## config.mk

```make
export PLATFORM = sky130hd
export DESIGN_NAME = instrBufferWarp
export DESIGN_NICKNAME = d
export VERILOG_FILES = /design/src/gpuIssuePkg.sv /design/src/instrBufferWarp.sv
export VERILOG_INCLUDE_DIRS = /design/src
export SDC_FILE = /design/constraint.sdc
export NUM_CORES = 1
export LEC_CHECK = 0
export ABC_AREA = 1
export BUFFER_PORTS_ARGS = -buffer_cell sky130_fd_sc_hd__clkbuf_2
export CAP_MARGIN = 15
export CORE_MARGIN = 4
export CORE_UTILIZATION = 57
export DETAILED_ROUTE_END_ITERATION = 12
export PLACE_DENSITY = 0.83
export SETUP_SLACK_MARGIN = 0.4
export SLEW_MARGIN = 25
export SYNTH_ARGS = -nofsm -noshare
export SYNTH_HDL_FRONTEND = slang
export SYNTH_SLANG_ARGS = --single-unit
```

## constraint.sdc

```tcl
create_clock -name clk -period 9.2 [get_ports clk]
set_input_delay 0.92 -clock clk [delete_from_list [all_inputs] [get_ports clk]]
set_output_delay 0.92 -clock clk [all_outputs]
set_load 0.005 [all_outputs]
```

## src/gpuIssue_config.svh

```systemverilog
`ifndef GPU_ISSUE_CONFIG_SVH
`define GPU_ISSUE_CONFIG_SVH

//////////////////////////////
// issue stage sizing
//////////////////////////////

// warps sharing the operand collector port
`define GPU_NUM_WARPS 2

// threads per warp, one mask bit each
`define GPU_NUM_THREADS 8

// instruction buffer entries per warp
`define GPU_IB_DEPTH 4

// in-flight destination slots per warp
`define GPU_SCB_DEPTH 4

`endif

```

## src/gpuIssuePkg.sv

```systemverilog
`default_nettype none

`include "gpuIssue_config.svh"

package gpuIssuePkg;

    // derived widths
    localparam int warpIdW = (`GPU_NUM_WARPS > 1) ? $clog2(`GPU_NUM_WARPS) : 1;
    localparam int scbIdW  = $clog2(`GPU_SCB_DEPTH);
    // buffer pointers carry one extra wrap bit
    localparam int ibPtrW  = $clog2(`GPU_IB_DEPTH) + 1;

    typedef logic [4:0]                   regId_t;
    typedef logic [`GPU_NUM_THREADS-1:0]  threadMask_t;
    typedef logic [warpIdW-1:0]           warpId_t;
    typedef logic [scbIdW-1:0]            scbId_t;
    typedef logic [3:0]                   aluOp_t;
    typedef logic [ibPtrW-1:0]            ibPtr_t;

    //////////////////////////////
    // decode to issue payload
    //////////////////////////////
    typedef struct packed {
        logic [31:0] instrWord;
        regId_t      src1;
        logic        src1Valid;
        regId_t      src2;
        logic        src2Valid;
        regId_t      dst;
        aluOp_t      aluOp;
        logic [15:0] imm;
        logic        immValid;
        logic        regWrite;
        logic        memRead;
        logic        memWrite;
        logic        isShared;
        logic        isExit;
    } decodedInstr_t;

    // what goes to the operand collector
    typedef struct packed {
        decodedInstr_t instr;
        threadMask_t   mask;
        warpId_t       warpId;
        scbId_t        scbId;
        logic          isReplay;
    } issueInfo_t;

    // memory stage feedback for the oldest outstanding access
    typedef struct packed {
        logic        posValid;
        logic        zeroValid;
        warpId_t     warpId;
        threadMask_t doneMask;
    } memFeedback_t;

endpackage

`default_nettype wire

```

## src/instrBufferWarp.sv

```systemverilog
`timescale 1ns/1ps
`default_nettype none

`include "gpuIssue_config.svh"

module instrBufferWarp import gpuIssuePkg::*; #(
    parameter warpId_t warpIndex = '0
) (
    input  logic          clk,
    input  logic          rst,
    input  logic          decValid,
    input  decodedInstr_t decInstr,
    input  threadMask_t   activeMask,
    input  logic          dropInstr,
    input  logic          issueGrant,
    input  logic          scbDependent,
    input  logic          scbFull,
    input  logic          scbEmpty,
    input  scbId_t        scbId,
    input  logic          fbPos,
    input  logic          fbZero,
    input  threadMask_t   fbMask,
    output logic          reqFetch,
    output logic          issueReq,
    output issueInfo_t    issueInfo,
    output decodedInstr_t headInstr,
    output logic          scbAlloc,
    output logic          replayDone,
    output scbId_t        replayScbId,
    output logic          warpExit
);

    localparam int idxW = ibPtrW - 1;

    // entry storage
    decodedInstr_t entryInstr [`GPU_IB_DEPTH];
    threadMask_t   entryMask  [`GPU_IB_DEPTH];
    scbId_t        entryScb   [`GPU_IB_DEPTH];
    logic [`GPU_IB_DEPTH-1:0] entryValid;
    logic [`GPU_IB_DEPTH-1:0] entryReplay;
    logic [`GPU_IB_DEPTH-1:0] validNext;
    logic [`GPU_IB_DEPTH-1:0] replayNext;

    // write, issue and replay pointers
    ibPtr_t wp;
    ibPtr_t irp;
    ibPtr_t rpp;
    ibPtr_t irpNext;
    ibPtr_t rppNext;
    logic [idxW-1:0] wrIdx;
    logic [idxW-1:0] headIdx;
    logic [idxW-1:0] replayIdx;
    logic [ibPtrW:0] fillCount;

    logic        writeEn;
    logic        bufFull;
    logic        headValid;
    logic        headIsMem;
    logic        replayActive;
    logic        replayReq;
    logic        replaySet;
    logic        firstReq;
    logic        firstGrant;
    logic        replayGrant;
    logic        exitRetire;
    threadMask_t maskNext;

    assign wrIdx     = wp[idxW-1:0];
    assign headIdx   = irp[idxW-1:0];
    assign replayIdx = rpp[idxW-1:0];

    //////////////////////////////
    // decode side
    //////////////////////////////
    assign bufFull   = (ibPtr_t'(wp - rpp) == ibPtr_t'(`GPU_IB_DEPTH));
    assign writeEn   = decValid & ~dropInstr & ~bufFull;
    // occupancy including the write happening now
    assign fillCount = {1'b0, ibPtr_t'(wp - rpp)} + {{ibPtrW{1'b0}}, writeEn};
    assign reqFetch  = (fillCount < `GPU_IB_DEPTH);

    //////////////////////////////
    // issue requests
    //////////////////////////////
    assign headInstr = entryInstr[headIdx];
    assign headValid = (irp != wp);
    assign headIsMem = headInstr.memRead | headInstr.memWrite;

    // a memory access waiting on feedback sits behind the issue pointer
    assign replayActive = (rpp != irp) & entryValid[replayIdx];
    assign replayReq    = replayActive & entryReplay[replayIdx];

    // only one memory access outstanding per warp
    assign firstReq = headValid & ~headInstr.isExit & ~scbDependent & ~scbFull &
                      ~(headIsMem & replayActive) & ~replayReq;

    assign issueReq    = replayReq | firstReq;
    assign replayGrant = issueGrant & replayReq;
    assign firstGrant  = issueGrant & firstReq;
    assign scbAlloc    = firstGrant;

    // exit leaves once nothing of this warp is in flight
    assign exitRetire = headValid & headInstr.isExit & scbEmpty;
    assign warpExit   = exitRetire;

    always_comb begin
        issueInfo.instr    = replayReq ? entryInstr[replayIdx] : headInstr;
        issueInfo.mask     = replayReq ? entryMask[replayIdx] : entryMask[headIdx];
        issueInfo.warpId   = warpIndex;
        issueInfo.scbId    = replayReq ? entryScb[replayIdx] : scbId;
        issueInfo.isReplay = replayReq;
    end

    //////////////////////////////
    // memory feedback
    //////////////////////////////
    assign maskNext    = fbPos ? (entryMask[replayIdx] & ~fbMask) : entryMask[replayIdx];
    assign replayDone  = replayActive & fbPos & (maskNext == '0);
    assign replaySet   = replayActive & (fbZero | (fbPos & (maskNext != '0)));
    assign replayScbId = entryScb[replayIdx];

    always_comb begin
        validNext = entryValid;
        // non-memory entries leave on their grant
        if (firstGrant && !headIsMem) begin
            validNext[headIdx] = 1'b0;
        end
        if (exitRetire) begin
            validNext[headIdx] = 1'b0;
        end
        if (replayDone) begin
            validNext[replayIdx] = 1'b0;
        end
        if (writeEn) begin
            validNext[wrIdx] = 1'b1;
        end
    end

    always_comb begin
        replayNext = entryReplay;
        if (replayGrant) begin
            replayNext[replayIdx] = 1'b0;
        end
        if (replaySet) begin
            replayNext[replayIdx] = 1'b1;
        end
        if (writeEn) begin
            replayNext[wrIdx] = 1'b0;
        end
    end

    assign irpNext = irp + ibPtr_t'(firstGrant | exitRetire);
    // replay pointer skips retired entries up to the issue pointer
    assign rppNext = validNext[replayIdx] ? rpp : irpNext;

    always_ff @(posedge clk or negedge rst) begin
        if (!rst) begin
            wp          <= '0;
            irp         <= '0;
            rpp         <= '0;
            entryValid  <= '0;
            entryReplay <= '0;
        end else begin
            wp          <= wp + ibPtr_t'(writeEn);
            irp         <= irpNext;
            rpp         <= rppNext;
            entryValid  <= validNext;
            entryReplay <= replayNext;
        end
    end

    always_ff @(posedge clk) begin
        if (writeEn) begin
            entryInstr[wrIdx] <= decInstr;
            entryMask[wrIdx]  <= activeMask;
        end
        // private mask shrinks as threads complete
        if (replayActive && fbPos) begin
            entryMask[replayIdx] <= maskNext;
        end
        if (firstGrant) begin
            entryScb[headIdx] <= scbId;
        end
    end

endmodule

`default_nettype wire

```

### Yosys cells after proc, flatten, opt, wreduce, memory -nomap -nowiden

Memory sizes are Yosys's and may differ from the RTL's.
Cells that the tools add are included.
W data, S select, Z words.

| word-level totals | value |
|---|---|
| memory bits (writable) | 340 |
| memories kept | 3 |
| logic and storage cells | 100 |
| output and inout bits | 169 |
| register bits after elaboration | 17 |

Memory list:

| memory | depth | width | rd ports | clocked after Yosys merged registers in | wr ports | line | RTL |
|---|---|---|---|---|---|---|---|
| entryInstr | 4 | 75 | 2 | 0 | 1 | instrBufferWarp.sv:36 | `` decodedInstr_t entryInstr [`GPU_IB_DEPTH]; `` |
| entryMask | 4 | 8 | 2 | 0 | 2 | instrBufferWarp.sv:37 | `` threadMask_t entryMask [`GPU_IB_DEPTH]; `` |
| entryScb | 4 | 2 | 1 | 0 | 1 | instrBufferWarp.sv:38 | `` scbId_t entryScb [`GPU_IB_DEPTH]; `` |

| operators by class | value |
|---|---|
| bitwise operators | 41 |
| equal/unequal tests | 3 |
| reductions and logical operators | 8 |
| magnitude comparators | 7 |
| $add $sub $neg | 4 |
| multiplexer cells | 29 |

Operator list:

| operator | number |
|---|---|
| $mux W75 | 1 |
| $mux W4 | 7 |
| $and A4 B4 Y4 | 5 |
| $and A1 B1 Y1 | 18 |
| $mux W8 | 2 |
| $mux W1 | 12 |
| $not A4 Y4 | 3 |
| $lt A2 B3 Y1 const B | 3 |
| $and A8 B8 Y8 | 1 |
| $logic_not A8 Y1 | 1 |
| $not A8 Y8 | 1 |
| $or A4 B4 Y4 | 2 |
| $reduce_bool A8 Y1 | 1 |
| $not A1 Y1 | 7 |
| $add A3 B1 Y3 | 2 |
| $bmux W1 S2 | 3 |
| $demux W1 S2 | 3 |
| $ge A2 B1 Y1 const B | 3 |
| $ne A3 B3 Y1 | 2 |
| $logic_and A1 B1 Y1 | 5 |
| $add A3 B1 Y4 | 1 |
| $lt A4 B3 Y1 const B | 1 |
| $or A1 B1 Y1 | 4 |
| $eq A3 B3 Y1 const B | 1 |
| 3 further kinds | 3 |

### Longest topological paths before layout

| logic depth | value |
|---|---|
| word-level depth | 18 |
| mapped depth | 20 |
| depth with buffers taken out | 18 |

### Worst setup path before layout

OpenSTA, ideal clock, no wires.

| timing path | value |
|---|---|
| kind | register to register |
| from | register wp[0] |
| to | memory entryMask[0][0] (netlist bit) (enable) |
| data arrival time | 7,396 ps |
| slack | 1,420 ps |
| cell stages (with the launch flop) | 11 |
| data required time | 8,816 ps |
| library setup time | 384 ps |
| cells stage by stage | dfrtp_1 -> inv_1 -> ha_1 -> inv_1 -> fa_1 -> xor2_1 -> nand3_1 -> nand2_1 -> nor3_1 -> inv_1 -> o21ai_0 |

RTL lines:

| element | line | RTL |
|---|---|---|
| start, declared | instrBufferWarp.sv:45 | `ibPtr_t wp;` |
| start signal, assigned | instrBufferWarp.sv:163 | `wp <= wp + ibPtr_t'(writeEn);` |
| end, declared | instrBufferWarp.sv:37 |  |

==> metrics.txt <==
reg2reg path depth=16; Antenna Violating Nets Remaining=0; number of enable flip-flop cells after synthesis=340; Die Footprint=31700 um2; Lkg Pwr=7.77 nW; worst reg2reg setup slack=5.13 ns; P_int=0.00426 W; DR DRC count=0; Slew HR=0.268; Area after DPL=18000 um2; Reg power frac=0.296; met2 GRT Util=0.483; reg2reg end=rpp[0]; sequential fraction of the synthesis area=0.646; GR Layer Usage met3=0.0615; GRT Max-Usage Layer=met2; root buffer cell=clkbuf_16; Post-CTS Setup Inserts=0; first-pass GRT wire length=70.7 mm; Rows=61; Initial Utilization=0.585; DIE WIDTH=178 um; number of global-route vias before repair=12.9k; vias per cell=6.28; Total GRT Usage=0.286; core area=28200 um2; P_sw=0.00322 W; Fin. Hold Viols=0; worst slew pin tran=1.10 ns; maximum clock rate=0.178 GHz; area of all sequential standard cells=10600 um2; Max Transition Viols Final=0; total grt overflow=0; Syn Area/Cell=11.3 um2; area of the multi-input gates=4690 um2; mean routed wirelength per cell=22.0 um; Crit. Startpoint=rpp[1]; via count=13.2k; TritonRoute pass-1 iters=6; initial antenna violation count=5; HPWL after DPL=27.9 mm; Crit Path Max Fanout=90; layout cell share with drive strength beyond 1=0.216; placer congestion estimate=0.879; Inserted Clock Buffers=38; Fin Setup TNS=0 ns; NumNets Final=1801; WP data required=8.28 ns; Post-CTS Hold Buffers=0; port bufs=270; Final min period=5.60 ns; yosys warns=0; # clock sinks=357; Worst-path clk slew=0.06 ns; most common cell after layout, fill and taps aside=edfxtp_1; P&R area growth vs syn=16.9%; Final Instance Area=19300 um2; Worst-Skew Late Latency=0.52 ns; Setup Viol. Count Final=0; Synth Register Bits=357; Min-Delay Path Class=primary input to async pin; Synth async-reset ratio=0.0476; Sw Share=0.430; Top FF cell, synth=edfxtp_1; Post-Layout Cell Count=2100; Max Clock Skew=0.00969 ns; Setup CP Type=register to output port; max cap viols=0; net count after synthesis=1568; die height=178 um; dpl cells=2030; crit end category=output port; peak supply drop=0.320 mV; library cells used by synthesis=36; cell area power density=388 nW/um2; share of total power in combinational logic=0.507; fillcell total=2005; Post-Route WL=46.1 mm; status=finished clean; mapped cell area=16500 um2; Max Root-Sink Buffers=3; clock share of power=0.197; # IOs=272; fin util=0.684; RSZ-0062 raised after global routing=no; final worst slack=3.60 ns; worst r2r src=rpp[1]; cts repair resizes=0; htree depth=2; Synth Instances=1459; largest net degree at the start of global routing=91; CTS tree=built; most frequent cells in the layout=edfxtp_1 (340), nand2_1 (270), clkbuf_2 (270), inv_1 (190), o21ai_0 (116); crit share post-route=0.609; DR iter-0 viols=1697; CP Launch Type=register; worst slack, placed=3.94 ns; met1 Use GR=0.366; Critical Path AT=4.68 ns
Yosys cell counts (all sizes together), types with 2 or more instances:
library cell    n  area, um2
a21oi          12       60.1
a221o          21        210
a221oi         74        648
a22o            2       17.5
a22oi          64        480
a41oi           7       61.3
buf            20        124
clkbuf         76        285
dfrtp          17        425
edfxtp        340      10200
ha              5       62.6
inv           202        761
nand2         273       1040
nand3          20        123
nor2           47        199
nor3            2       10.0
o21ai         121        617
o221ai         51        447
o22ai          93        582
xnor2           6       52.6
xor2            4       35.0
stage by stage:
step,hold WS (ns),power [W]
2_1_floorplan,0.498,0.00444
3_3_place_gp,0.522,0.00588
3_5_place_dp,0.519,0.00597
4_1_cts,0.353,0.00745
5_1_grt,0.380,0.00793
6_report,0.358,0.00747
routing by layer:
layer / wire, um / vias up
met5: 73 / -
met4: 1570 / 8
met3: 5340 / 124
met2: 22500 / 866
met1: 16600 / 6295
li1: - / 5903
worst max-delay path: stages, from the launching register on:
cell and delay (ns):
dfrtp_1 0.73, inv_2 0.27, nor2_4 0.12, buf_4 0.84
nand2_1 0.12, nand2_1 0.11, nor2_1 0.06, nand3_4 0.64
buf_4 0.69, o21ai_0 0.35, clkbuf_2 0.19
worst max-delay path by stage:
| stage | to | cells after the start |
|---|---|---|
| after floorplan | entryMask[0][0] | 10 |
| after global placement | issueInfo[14] | 10 |
| after detailed placement | issueInfo[14] | 10 |
| after CTS | issueInfo[14] | 10 |
| after global routing | issueInfo[14] | 10 |
| final | issueInfo[14] | 10 |
sequential cells by signal, summed over array words and instances (netlist names):
register / cells
entryInstr: 300
entryMask: 32
entryReplay: 4
entryScb: 8
entryValid: 4
irp: 3
rpp: 3
wp: 3
kinds of logic (layout without fill, tap and decap cells):
| kind of cell | count (synthesis) | count (layout) | synth area share |
|---|---|---|---|
| AOI/OAI and AO/OA | 445 | 445 | 0.190 |
| DFF | 357 | 357 | 0.646 |
| other | 1 | 2 | 0.000228 |
| adders and majority gates | 6 | 6 | 0.00501 |
| and+or+nand+nor | 342 | 342 | 0.0831 |
| buffers and inverters | 298 | 560 | 0.0710 |
| xor gates and xnor gates | 10 | 10 | 0.00532 |
power groups by stage:
stage / clock network [W] / logic (W) / registers, W
floorplan: 0 / 0.00225 / 0.00220
global placement: 0 / 0.00365 / 0.00223
detailed placement: 0 / 0.00372 / 0.00224
CTS: 0.00148 / 0.00375 / 0.00221
global route: 0.00156 / 0.00414 / 0.00224
finish: 0.00147 / 0.00379 / 0.00221
final cells by class:
type	count	area share
antenna	1	0.000130
clock buffer	47	0.0522
clock inverter	22	0.0100
inverter	202	0.0396
multi-input combinational	804	0.243
sequential	357	0.552
tap	378	0.0246
timing repair buffer	289	0.0778
Power figures use the tool's default switching activity.
