## config.mk

```make
export PLATFORM = sky130hd
export DESIGN_NAME = warpScoreboard
export DESIGN_NICKNAME = d
export VERILOG_FILES = /design/src/gpuIssuePkg.sv /design/src/warpScoreboard.sv
export VERILOG_INCLUDE_DIRS = /design/src
export SDC_FILE = /design/constraint.sdc
export NUM_CORES = 1
export LEC_CHECK = 0
export ABC_AREA = 1
export BUFFER_PORTS_ARGS = -buffer_cell sky130_fd_sc_hd__buf_2
export CAP_MARGIN = 20
export CORE_UTILIZATION = 33
export CTS_BUF_LIST = sky130_fd_sc_hd__clkbuf_8 sky130_fd_sc_hd__clkbuf_16
export DETAILED_ROUTE_END_ITERATION = 10
export MAX_ROUTING_LAYER = met4
export PLACE_DENSITY = 0.62
export SYNTH_ARGS = -nofsm -noshare
export SYNTH_HDL_FRONTEND = slang
export SYNTH_SLANG_ARGS = --single-unit
```

## constraint.sdc

```tcl
create_clock -name clk -period 4.6 [get_ports clk]
set_clock_uncertainty 0.1 [all_clocks]
set_input_delay 0.23 -clock clk [delete_from_list [all_inputs] [get_ports clk]]
set_output_delay 0.23 -clock clk [all_outputs]
set_load 0.1 [all_outputs]
```

## src/gpuIssue_config.svh

```systemverilog
`ifndef GPU_ISSUE_CONFIG_SVH
`define GPU_ISSUE_CONFIG_SVH

//////////////////////////////
// issue stage sizing
//////////////////////////////

// warps sharing the operand collector port
`define GPU_NUM_WARPS 2

// threads per warp, one mask bit each
`define GPU_NUM_THREADS 8

// instruction buffer entries per warp
`define GPU_IB_DEPTH 4

// in-flight destination slots per warp
`define GPU_SCB_DEPTH 4

`endif

```

## src/gpuIssuePkg.sv

```systemverilog
`default_nettype none

`include "gpuIssue_config.svh"

package gpuIssuePkg;

    // derived widths
    localparam int warpIdW = (`GPU_NUM_WARPS > 1) ? $clog2(`GPU_NUM_WARPS) : 1;
    localparam int scbIdW  = $clog2(`GPU_SCB_DEPTH);
    // buffer pointers carry one extra wrap bit
    localparam int ibPtrW  = $clog2(`GPU_IB_DEPTH) + 1;

    typedef logic [4:0]                   regId_t;
    typedef logic [`GPU_NUM_THREADS-1:0]  threadMask_t;
    typedef logic [warpIdW-1:0]           warpId_t;
    typedef logic [scbIdW-1:0]            scbId_t;
    typedef logic [3:0]                   aluOp_t;
    typedef logic [ibPtrW-1:0]            ibPtr_t;

    //////////////////////////////
    // decode to issue payload
    //////////////////////////////
    typedef struct packed {
        logic [31:0] instrWord;
        regId_t      src1;
        logic        src1Valid;
        regId_t      src2;
        logic        src2Valid;
        regId_t      dst;
        aluOp_t      aluOp;
        logic [15:0] imm;
        logic        immValid;
        logic        regWrite;
        logic        memRead;
        logic        memWrite;
        logic        isShared;
        logic        isExit;
    } decodedInstr_t;

    // what goes to the operand collector
    typedef struct packed {
        decodedInstr_t instr;
        threadMask_t   mask;
        warpId_t       warpId;
        scbId_t        scbId;
        logic          isReplay;
    } issueInfo_t;

    // memory stage feedback for the oldest outstanding access
    typedef struct packed {
        logic        posValid;
        logic        zeroValid;
        warpId_t     warpId;
        threadMask_t doneMask;
    } memFeedback_t;

endpackage

`default_nettype wire

```

## src/warpScoreboard.sv

```systemverilog
`timescale 1ns/1ps
`default_nettype none

`include "gpuIssue_config.svh"

module warpScoreboard import gpuIssuePkg::*; (
    input  logic          clk,
    input  logic          rst,
    input  decodedInstr_t srcInstr,
    input  logic          alloc,
    input  logic          wbValid,
    input  scbId_t        wbScbId,
    input  logic          replayDone,
    input  scbId_t        replayScbId,
    output scbId_t        scbId,
    output logic          dependent,
    output logic          full,
    output logic          empty
);

    logic [`GPU_SCB_DEPTH-1:0] busy;
    logic [`GPU_SCB_DEPTH-1:0] writesReg;
    logic [`GPU_SCB_DEPTH-1:0] hit;
    regId_t entryDst [`GPU_SCB_DEPTH];
    logic   needsEntry;

    // stores and loads need a slot even without a register write
    assign needsEntry = srcInstr.regWrite | srcInstr.memRead | srcInstr.memWrite;

    assign full  = &busy;
    assign empty = ~|busy;

    // lowest free slot
    always_comb begin
        scbId = '0;
        for (int i = `GPU_SCB_DEPTH - 1; i >= 0; i--) begin
            if (!busy[i]) begin
                scbId = scbId_t'(i);
            end
        end
    end

    //////////////////////////////
    // RAW and WAW check
    //////////////////////////////
    always_comb begin
        for (int i = 0; i < `GPU_SCB_DEPTH; i++) begin
            hit[i] = busy[i] & writesReg[i] &
                     ((srcInstr.src1Valid & (entryDst[i] == srcInstr.src1)) |
                      (srcInstr.src2Valid & (entryDst[i] == srcInstr.src2)) |
                      (srcInstr.regWrite  & (entryDst[i] == srcInstr.dst)));
        end
    end

    assign dependent = |hit;

    always_ff @(posedge clk or negedge rst) begin
        if (!rst) begin
            busy <= '0;
        end else begin
            if (alloc && needsEntry) begin
                busy[scbId] <= 1'b1;
            end
            // writeback for ALU ops, replayDone for memory ops
            if (wbValid) begin
                busy[wbScbId] <= 1'b0;
            end
            if (replayDone) begin
                busy[replayScbId] <= 1'b0;
            end
        end
    end

    always_ff @(posedge clk) begin
        if (alloc && needsEntry) begin
            entryDst[scbId]  <= srcInstr.dst;
            writesReg[scbId] <= srcInstr.regWrite;
        end
    end

endmodule

`default_nettype wire
```

# Yosys cells after proc, flatten, opt, wreduce, memory -nomap -nowiden
# Memory sizes are Yosys's and may differ from the RTL's.
# Cells that the tools add are included.
[totals]
register_bits = 8
memories = 1
ramBits = 20
input_bits = 84
[op_classes]
magnitude_cmp = 6
mux = 16
n_eq_ne = 12
bitwise_logic = 35
n_reduce_logical = 8
[mem_list]
columns = ["memory", "words", "word_bits", "read_ports", "rd_clocked_by_memory_dff", "wr", "line", "text"]
rows = [
  ["entryDst", 4, 5, 4, 0, 1, "warpScoreboard.sv:24", "regId_t entryDst [`GPU_SCB_DEPTH];"],
]
[ops]
columns = ["cell", "n"]
rows = [
  ["$eq 5x5->1", 12],
  ["$and 1x1->1", 20],
  ["$mux 4", 3],
  ["$or 1x1->1", 10],
  ["$lt 2x3->1 const B", 3],
  ["$and 4x4->4", 2],
  ["$mux 2", 4],
  ["$not 4->4", 2],
  ["$reduce_or 4->1", 2],
  ["$demux 1 s2", 3],
  ["$ge 2x1->1 const B", 3],
  ["$mux 1", 5],
  ["$bwmux 4", 1],
  ["$logic_and 1x1->1", 4],
  ["$or 4x4->4", 1],
  ["$reduce_and 4->1", 1],
  ["$logic_not 1->1", 1],
]

# Depth between registers and ports, before layout
# Gate-level depths: netlist of the first run.
[depth]
ltp_word = 14
ltp_mapped = 10
ltp_nobuf = 10

# Worst setup path after synthesis of the first run
# OpenSTA, ideal clock, no wires.
[synth_timing]
kind = "flip-flop to output port"
start = "register busy[3]"
end = "output empty"
path_stages_with_launch = 2
slack_ns = 0.919
arrival_time_ns = 3.351
path_cell_list = "dfrtp_1 > nor4_1"
[synth_via]
elab_chain_cells = 2
[synth_lines]
columns = ["element", "line", "text"]
rows = [
  ["start: declaration", "warpScoreboard.sv:21", "logic [`GPU_SCB_DEPTH-1:0] busy;"],
  ["start signal: assignment", "warpScoreboard.sv:59", "busy <= '0;"],
  ["start signal: indexed assignment", "warpScoreboard.sv:62", "busy[scbId] <= 1'b1;"],
  ["start signal: indexed assignment", "warpScoreboard.sv:66", "busy[wbScbId] <= 1'b0;"],
  ["$reduce_or 4->1", "warpScoreboard.sv:31", "assign empty = ~|busy;"],
  ["$logic_not 1->1", "warpScoreboard.sv:31", ""],
  ["end: declaration", "warpScoreboard.sv:18", "output logic empty"],
]
# No other way between the ends.

==> impl_metrics.env, run 1 <==
export IMPL_dieHeight_um=81.8
export IMPL_synth_fa_ha_area_share_pct=0
export IMPL_synth_edff_count=24
export IMPL_setup_viol=0
export IMPL_fin_setup_tns_ps=0
export IMPL_syn_avg_cell_area_um2=6.22
export IMPL_drt_iter0_markers=166
export IMPL_cts_reportedPaths_clkPinSlew_ps=90
export IMPL_muxShareOfSynthArea_pct=0
export IMPL_cp_start_kind="register"
export IMPL_ys_warnings_count=0
export IMPL_cap_violations=0
export IMPL_leakage_nw=1.33
export IMPL_wl_per_cell_um=11.9
export IMPL_rows=28
export IMPL_setup_slack_ps=2310
export IMPL_cts_buffers=3
export IMPL_clock_tree_buffer_depth=2
export IMPL_final_cell_area_um2=2420
export IMPL_synth_xor_area_share_pct=0
export IMPL_hold_class="in -> reg"
export IMPL_syn_nets=422
export IMPL_yosysSeqAreaShare_pct=39.1
export IMPL_hold_viol_final=0
export IMPL_synthArstFlopShare_pct=14.3
export IMPL_insertion_delay_ps=260
export IMPL_arrival_ps=1960
export IMPL_cp_end_kind="primary output"
export IMPL_cts_root_buf="clkbuf_8"
export IMPL_die_w_um=81.8
export IMPL_synth_top_area_share_pct=34.3
export IMPL_period_share_pct=49.8
export IMPL_whs_ps=157
export IMPL_cts_sinks=28
export IMPL_status="finished, final reports clean"
export IMPL_cp_data_required_time_ps=4270
export IMPL_slew_viol_final=0
export IMPL_ir_drop_mv=0.337
export IMPL_synthTopCellsByArea="edfxtp_1, nand2_1, inv_1"
export IMPL_synth_compound_area_share_pct=5.48
export IMPL_nNetsFinal=461
export IMPL_n_fill_cell=656
export IMPL_post_drt_via_cell_ratio=4.67
export IMPL_slew_headroom_pct=32.3
export IMPL_cts_tree="yes"
export IMPL_grt_pass1_wl_mm=8.43
export IMPL_dpl_hpwl_mm=4.41
export IMPL_firstDrtPassIters=4
export IMPL_fin_cells=451
export IMPL_syn_inst=338
export IMPL_fin_crit_ps=2290
export IMPL_synth_top_family_by_area="simple AND/OR/NAND/NOR gates"
export IMPL_grt_setup_unrepaired="no"
export IMPL_drive_gt1_share_pct=12.5
export IMPL_antenna_found_initial=0
export IMPL_critPathMaxFanout=4
export IMPL_yosys_most_used_dff="edfxtp_1"
export IMPL_antenna_left=0
export IMPL_antenna_cells=0
export IMPL_place_ws_ps=2530
export IMPL_portBuffers=33
export IMPL_power_total_uw=673
export IMPL_place_inst=446
export IMPL_io_pins=89
export IMPL_yosys_cell_types_count=20
export IMPL_cts_htree_levels=1
export IMPL_vias=2108
export IMPL_grt_pass1_vias=1869
export IMPL_yosysTopAreaCell="edfxtp_1"
export IMPL_max_freq_mhz=437
export IMPL_grt_overflow_total=0
export IMPL_synth_commonest_cells="nand2_1, inv_1, nor2_1"
export IMPL_start_util_pct=34.9
export IMPL_gp_congestion=0.996
export IMPL_syn_area_um2=2100
export IMPL_ys_ff_latch=28
export IMPL_worstMarginPinSlew_ps=1010
export IMPL_worstSetupPathType="reg -> out"
export IMPL_grt_max_degree=16
export IMPL_area_delta_synth_final_pct=15.4
export IMPL_grt_use_total_pct=17.4
export IMPL_synth_most_common_cell="nand2_1"
export IMPL_die_area_um2=6690
export IMPL_dpl_instance_area_um2=2360
export IMPL_routed_wl_mm=5.38
export IMPL_final_util_pct=40.2
export IMPL_ctsResizeCount=0
export IMPL_design_core_area_um2=6030
export IMPL_drc=0
export IMPL_synth_simple_area_share_pct=46.3
export IMPL_power_density_nw_per_um2=278
[cell usage in the layout (no fill, tap or decap)]
cell           count
dfrtp_1            4
nor2_1            49
edfxtp_1          24
a21oi_2            1
nor4_1             1
o31ai_4            1
o21ai_0           11
nor3_1             9
clkbuf_8           4
a211oi_1           1
nand3_1           17
nor3_2             1
nand4_1            1
o31ai_1            1
a21oi_1            3
nor2_4             2
nor2_2             1
nand2_2            3
inv_2              1
nand2_1          157
inv_1             50
dlygate4sd3_1      1
buf_2             33
[what timing repair did]
item | in CTS | in global routing
setup buffers | 0 | 0
hold endpoints to repair | 4 | 0
hold buffers | 1 | 0
[registers in the layout, indices dropped and copies added (netlist names)]
signal,count
entryDst,20
writesReg,4
busy,4
[cells by family (layout without fill, tap and decap cells)]
group           Yosys count  after routing
flops                    28             28
buf+inv                  51             89
compound gates           18             18
simple gates            241            241
[final cells by class]
type	instances	area, um^2	share of cell area, %
flip-flops and latches	28	821	33.8
repair buffers	34	175	7.22
clock buffers	4	55.1	2.27
well taps	75	93.8	3.87
multi-input cells	259	1090	44.9
inverters	51	191	7.89
[per-layer routing]
metal  part of all wire, %  wire length, um  GRT usage, %  vias up
met5                     0                0             -        -
met4                   1.4               73          5.79        0
met3                   4.5              240          1.56        8
met2                    48             2590          28.9       61
met1                    46             2490          22.1      919
li1                      -                -             -     1120
[worst max-delay path, cell delays in order, from the launching register on]
cell and delay, ps:
edfxtp_1 440, inv_1 110, nand2_1 70, nand2_1 40, nor2_1 120, nand3_1 110
nand3_1 140, nand2_1 60, nand2_1 60, inv_1 30, nand2_1 60, buf_2 420
[where the power goes]
group / internal [mW] / total, mW / switching [mW]
sequential: 0.301 / 0.327 / 0.0258
combinational: 0.0568 / 0.203 / 0.146
clock: 0.0764 / 0.144 / 0.0673
total: 0.434 / 0.673 / 0.239
[path summary, 6_finish.rpt]
path | start | depth (start not counted) | slack (ps) | end
hold / removal | srcInstr[28] | 1 | 160 | entryDst[3][2]
hold reg to reg | busy[3] | 2 | 530 | busy[3]
max in group asynchronous | rst | 2 | 4090 | busy[3]
min in group asynchronous | rst | 2 | 190 | busy[0]
setup / recovery | entryDst[0][3] | 11 | 2310 | dependent
setup reg to reg | busy[2] | 4 | 2580 | entryDst[0][1]
No activity file was read; power rests on OpenSTA's default activity.
==> inputs of run 2 (changes only) <==
Settings changed: ABC_AREA 1 to 0, PLACE_DENSITY 0.62 to 0.67.
Clock period 4.6 ns to 2.1 ns, I/O delays scaled along.
==> impl_metrics.env, run 2 <==
export IMPL_grt_use_total_pct=15.6
export IMPL_insertion_delay_ps=270
export IMPL_hold_viol_final=0
export IMPL_final_util_pct=44.5
export IMPL_grt_max_degree=16
export IMPL_yosysTopAreaCell="edfxtp_1"
export IMPL_fin_setup_tns_ps=0
export IMPL_regMostFlops="entryDst"
export IMPL_grt_pass1_vias=1247
export IMPL_synth_commonest_cells="xor2_1, edfxtp_1, nand4_1"
export IMPL_yosys_most_used_dff="edfxtp_1"
export IMPL_cap_violations=0
export IMPL_firstDrtPassIters=4
export IMPL_wl_per_cell_um=15.4
export IMPL_nNetsFinal=274
export IMPL_worstSetupPathType="reg -> out"
export IMPL_fin_crit_ps=2040
export IMPL_start_util_pct=35.3
export IMPL_critPathMaxFanout=3
export IMPL_p_sw_share_pct=33.2
export IMPL_power_density_nw_per_um2=648
export IMPL_comb_power_share_pct=28.5
export IMPL_synthArstFlopShare_pct=14.3
export IMPL_slew_viol_final=0
export IMPL_grt_setup_unrepaired="no"
export IMPL_syn_inst=146
export IMPL_vias=1259
export IMPL_portBuffers=33
export IMPL_clkPwrFrac_pct=19.9
export IMPL_grt_overflow_total=0
export IMPL_setup_viol=0
export IMPL_status="finished, final reports clean"
export IMPL_routed_wl_mm=3.95
export IMPL_drt_iter0_markers=19
export IMPL_synth_most_common_cell="xor2_1"
export IMPL_p_sw_uw=464
export IMPL_ys_ff_latch=28
export IMPL_antenna_found_initial=0
export IMPL_hold_class="in -> reg"
export IMPL_cts_reportedPaths_clkPinSlew_ps=80
export IMPL_max_freq_mhz=490
export IMPL_synthTopCellsByArea="edfxtp_1, xor2_1, xnor2_1"
export IMPL_mostFrequentLayoutCells="xor2_1, buf_2, edfxtp_1"
export IMPL_cp_end_kind="primary output"
export IMPL_io_pins=89
export IMPL_leakage_nw=0.811
export IMPL_period_share_pct=97.2
export IMPL_cts_htree_levels=1
export IMPL_power_internal_uw=935
export IMPL_final_seq_area_um2=821
export IMPL_grt_pass1_wl_mm=6.09
export IMPL_synth_top_area_share_pct=42.1
export IMPL_gp_congestion=0.877
export IMPL_post_drt_via_cell_ratio=4.92
export IMPL_top_regs="entryDst (20), busy (4), writesReg (4)"
export IMPL_syn_avg_cell_area_um2=11.7
export IMPL_dieHeight_um=74.0
export IMPL_die_w_um=74.0
export IMPL_cts_tree="yes"
export IMPL_cts_buffers=3
export IMPL_synth_edff_count=24
export IMPL_drive_gt1_share_pct=29.1
export IMPL_n_fill_cell=468
export IMPL_cts_sinks=28
export IMPL_cp_start_kind="register"
export IMPL_clock_tree_buffer_depth=2
export IMPL_multi_input_area_um2=967
export IMPL_pwr_share_seq_pct=51.6
export IMPL_area_delta_synth_final_pct=26.1
export IMPL_rows=25
export IMPL_worstMarginPinSlew_ps=516
export IMPL_final_common_cell="xor2_1"
export IMPL_drc=0
export IMPL_largest_register_ffs=20
export IMPL_dpl_hpwl_mm=2.99
export IMPL_syn_area_um2=1710
export IMPL_arrival_ps=1840
export IMPL_ir_drop_mv=0.434
export IMPL_die_area_um2=5480
export IMPL_syn_nets=230
export IMPL_antenna_cells=0
export IMPL_antenna_left=0
export IMPL_slew_headroom_pct=65.5
export IMPL_ys_warnings_count=0
export IMPL_yosys_cell_types_count=23
export IMPL_cp_data_required_time_ps=1890
export IMPL_cts_root_buf="clkbuf_8"
export IMPL_yosysSeqAreaShare_pct=48.0
export IMPL_design_core_area_um2=4850
==> run 2: cell count changes in the layout (fill, tap and decap cells not counted), sizes merged, moves of 14 or more <==
cell and delta:
nand2 -156, inv -49, nor2 -49, xor2 +48
nand3 -15, nand4 +14
==> run 2: cell families (layout without fill, tap and decap cells) <==
| family | count (synthesis) | in the layout | share of synthesized area, % |
|---|---|---|---|
| AO/OA/AOI/OAI | 8 | 8 | 4.10 |
| XOR/XNOR | 60 | 60 | 30.7 |
| buffers and inverters | 2 | 45 | 0.439 |
| flip-flops | 28 | 28 | 48.0 |
| AND/OR/NAND/NOR | 48 | 48 | 16.8 |
==> run 2: repair_timing <==
item,in CTS,in global routing
gates resized for setup,0,8
endpoints found under the setup margin,0,1
hold buffers,3,0
hold endpoints to repair,5,0
buffers inserted,0,2
==> run 2: path summary, 6_finish.rpt <==
check	start	end	slack (ps)	cells past startpoint
min in group asynchronous	rst	busy[0]	60	2
setup / recovery	entryDst[0][1]	dependent	60	6
hold / removal	replayScbId[0]	busy[0]	30	3
hold reg to reg	busy[0]	busy[0]	620	2
setup reg to reg	busy[3]	busy[2]	410	4
max in group asynchronous	rst	busy[2]	1720	2
==> run 2: area by class of cell <==
cell class | instances | area share, %
Clock inverter | 1 | 0.174
Timing Repair Buffer | 39 | 10.8
Clock buffer | 3 | 1.91
Multi-Input combinational cell | 116 | 44.8
Inverter | 2 | 0.348
Sequential cell | 28 | 38.1
Tap cell | 67 | 3.89
==> run 2: worst max-delay path: stages, from the launching register on <==
cell and delay [ps]:
edfxtp_1 480, xor2_1 240, nor4_2 70, nand4_1 100, nand4_1 100, or3_4 410, buf_12 180
==> run 2: metal layers <==
metal	GRT usage, %	vias up	share of wire [%]
met5	-	-	0
met4	6.84	0	1.9
met3	1.22	6	4.5
met2	25.7	45	47
met1	19.8	580	46
li1	-	628	-
==> run 2: stage by stage <==
stage                     setup slack [ps]  power [mW]  hold slack (ps)  cell area [um^2]  std cells
after detailed placement               330        1.11             -184              2020        247
after CTS                             27.2        1.39             27.4              2090        254
after floorplan                       9.36       0.983             -291              1750        146
final                                 59.0        1.40             33.8              2160        256
after global routing                  21.7        1.46             37.0              2160        256
after global placement                 327        1.10             -182              2020        247
==> run 2: power by group through the flow <==
stage                     combinational [mW]  clock [mW]  sequential [mW]
final                                  0.399       0.278            0.722
after global routing                   0.428       0.306            0.729
after CTS                              0.383       0.289            0.722
after detailed placement               0.373           0            0.734
after global placement                 0.369           0            0.733
after floorplan                        0.264           0            0.719
==> inputs of run 3 (changes only) <==
--- a/config.mk
+++ b/config.mk
@@ -16,2 +16,3 @@
 export PLACE_DENSITY = 0.67
+export RECOVER_POWER = 50
 export SYNTH_ARGS = -nofsm -noshare
==> constraint.sdc (replaced) <==
create_clock -name clk -period 2.1 [get_ports clk]
set_clock_uncertainty 0.1 [all_clocks]
set_input_delay 0.315 -clock clk [delete_from_list [all_inputs] [get_ports clk]]
set_output_delay 0.315 -clock clk [all_outputs]
set_load 0.1 [all_outputs]
==> impl_metrics.env, run 3 (same netlist as run 2, synthesis figures left out) <==
export IMPL_status="finished with violations"
export IMPL_violations="negative setup slack"
export IMPL_design_core_area_um2=4850
export IMPL_min_path_cells=2
export IMPL_start_util_pct=35.3
export IMPL_drt_iter0_markers=77
export IMPL_cp_start_kind="register"
export IMPL_worstSetupPathType="reg -> out"
export IMPL_fin_setup_tns_ps=-179
export IMPL_power_density_nw_per_um2=639
export IMPL_cap_violations=0
export IMPL_leakage_nw=0.850
export IMPL_slew_viol_final=0
export IMPL_antenna_found_initial=0
export IMPL_cts_reportedPaths_clkPinSlew_ps=90
export IMPL_cp_startpoint="entryDst[1][1]"
export IMPL_setup_viol=1
export IMPL_gp_congestion=0.877
export IMPL_cts_buffers=3
export IMPL_firstDrtPassIters=4
export IMPL_crit_chain="buf_4 -> xor2_1 -> nor4_2 -> nand4_1 -> nand4_1 -> or3_4 -> buf_12"
export IMPL_dieHeight_um=74.0
export IMPL_critPathTopFamily="simple AND/OR/NAND/NOR gates"
export IMPL_n_fill_cell=456
export IMPL_max_freq_mhz=439
export IMPL_cts_htree_levels=1
export IMPL_multi_input_area_um2=965
export IMPL_worstMarginPinSlew_ps=488
export IMPL_grt_overflow_total=0
export IMPL_slew_headroom_pct=67.7
export IMPL_final_cell_area_um2=2220
export IMPL_rows=25
export IMPL_grt_pass1_vias=1289
export IMPL_die_w_um=74.0
export IMPL_drive_gt1_share_pct=29.4
export IMPL_setup_slack_ps=-179
export IMPL_hold_viol_final=0
export IMPL_cp_depth=7
export IMPL_place_ws_ps=-24.0
export IMPL_grt_pass1_wl_mm=6.19
export IMPL_die_area_um2=5480
export IMPL_slowest_delay_ps=410
export IMPL_cp_data_required_time_ps=1680
export IMPL_r2r_start="busy[3]"
export IMPL_r2r_cells=5
export IMPL_mostFrequentLayoutCells="xor2_1, buf_2, edfxtp_1"
export IMPL_critPathBufInv=2
export IMPL_final_util_pct=45.8
export IMPL_io_pins=89
export IMPL_vias=1315
export IMPL_post_drt_via_cell_ratio=4.91
export IMPL_grt_setup_unrepaired="yes"
export IMPL_clock_tree_buffer_depth=2
export IMPL_cts_tree="yes"
export IMPL_hold_class="in -> reg"
export IMPL_wl_per_cell_um=14.4
export IMPL_top_regs="entryDst (20), busy (4), writesReg (4)"
export IMPL_grt_max_degree=16
export IMPL_period_share_pct=109
export IMPL_final_seq_area_um2=821
export IMPL_cts_root_buf="clkbuf_8"
export IMPL_min_delay_start="wbScbId[0]"
export IMPL_fin_crit_ps=2280
export IMPL_insertion_delay_ps=260
export IMPL_cp_end_kind="primary output"
export IMPL_slowest_stage="or3_4"
export IMPL_critPathMaxFanout=2
export IMPL_antenna_left=0
export IMPL_arrival_ps=1860
export IMPL_largest_register_ffs=20
export IMPL_ir_drop_mv=0.365
export IMPL_cp_common_cell="nand4_1"
export IMPL_drc=0
export IMPL_regMostFlops="entryDst"
export IMPL_nNetsFinal=286
export IMPL_dpl_hpwl_mm=3.11
export IMPL_power_total_mw=1.42
export IMPL_grt_use_total_pct=15.7
export IMPL_area_delta_synth_final_pct=29.8
export IMPL_final_common_cell="xor2_1"
export IMPL_dpl_instance_area_um2=2120
export IMPL_routed_wl_mm=3.87
export IMPL_r2r_slack_ps=360
export IMPL_antenna_cells=0
export IMPL_cts_sinks=28
export IMPL_portBuffers=33
[run 3: worst paths after layout]
kind / end
max in group asynchronous: busy[3]
hold / removal: busy[1]
setup reg to reg: busy[2]
min in group asynchronous: busy[1]
hold reg to reg: busy[3]
setup / recovery: dependent
[run 3: final cells by class]
class / instances / share of cell area, %
multi-input combinational: 116 / 43.5
sequential: 28 / 37.0
timing repair buffer: 51 / 13.4
tap: 67 / 3.78
clock buffer: 3 / 1.86
inverter: 2 / 0.338
clock inverter: 1 / 0.169
[run 3: through the flow]
stage | std cells | hold WS (ps)
floorplan | 146 | -80.6
global placement | 260 | 23.6
detailed placement | 260 | 22.6
CTS | 266 | 161
global route | 268 | 173
finish | 268 | 166
[run 3: power breakdown]
part,internal [mW],leakage (nW),total (mW),switching [mW]
Sequential,0.655,0.270,0.692,0.0371
Clock,0.130,0.0269,0.270,0.140
Combinational,0.169,0.553,0.456,0.286
Total,0.955,0.850,1.42,0.463
[run 3: timing repair]
| item | CTS | global route |
|---|---|---|
| pin swaps | 3 | 5 |
| gates resized for setup | 4 | 4 |
| setup endpoints to repair | 1 | 1 |
| hold endpoints to repair | 4 | 0 |
| hold buffers | 1 | 0 |
| setup buffers | 1 | 2 |
[run 3: per-layer routing]
metal,GRT usage (%),up-vias,wire length (um)
met5,-,-,0
met4,3.21,0,36
met3,1.22,4,179
met2,27.3,48,1880
met1,20.2,616,1770
li1,-,647,-
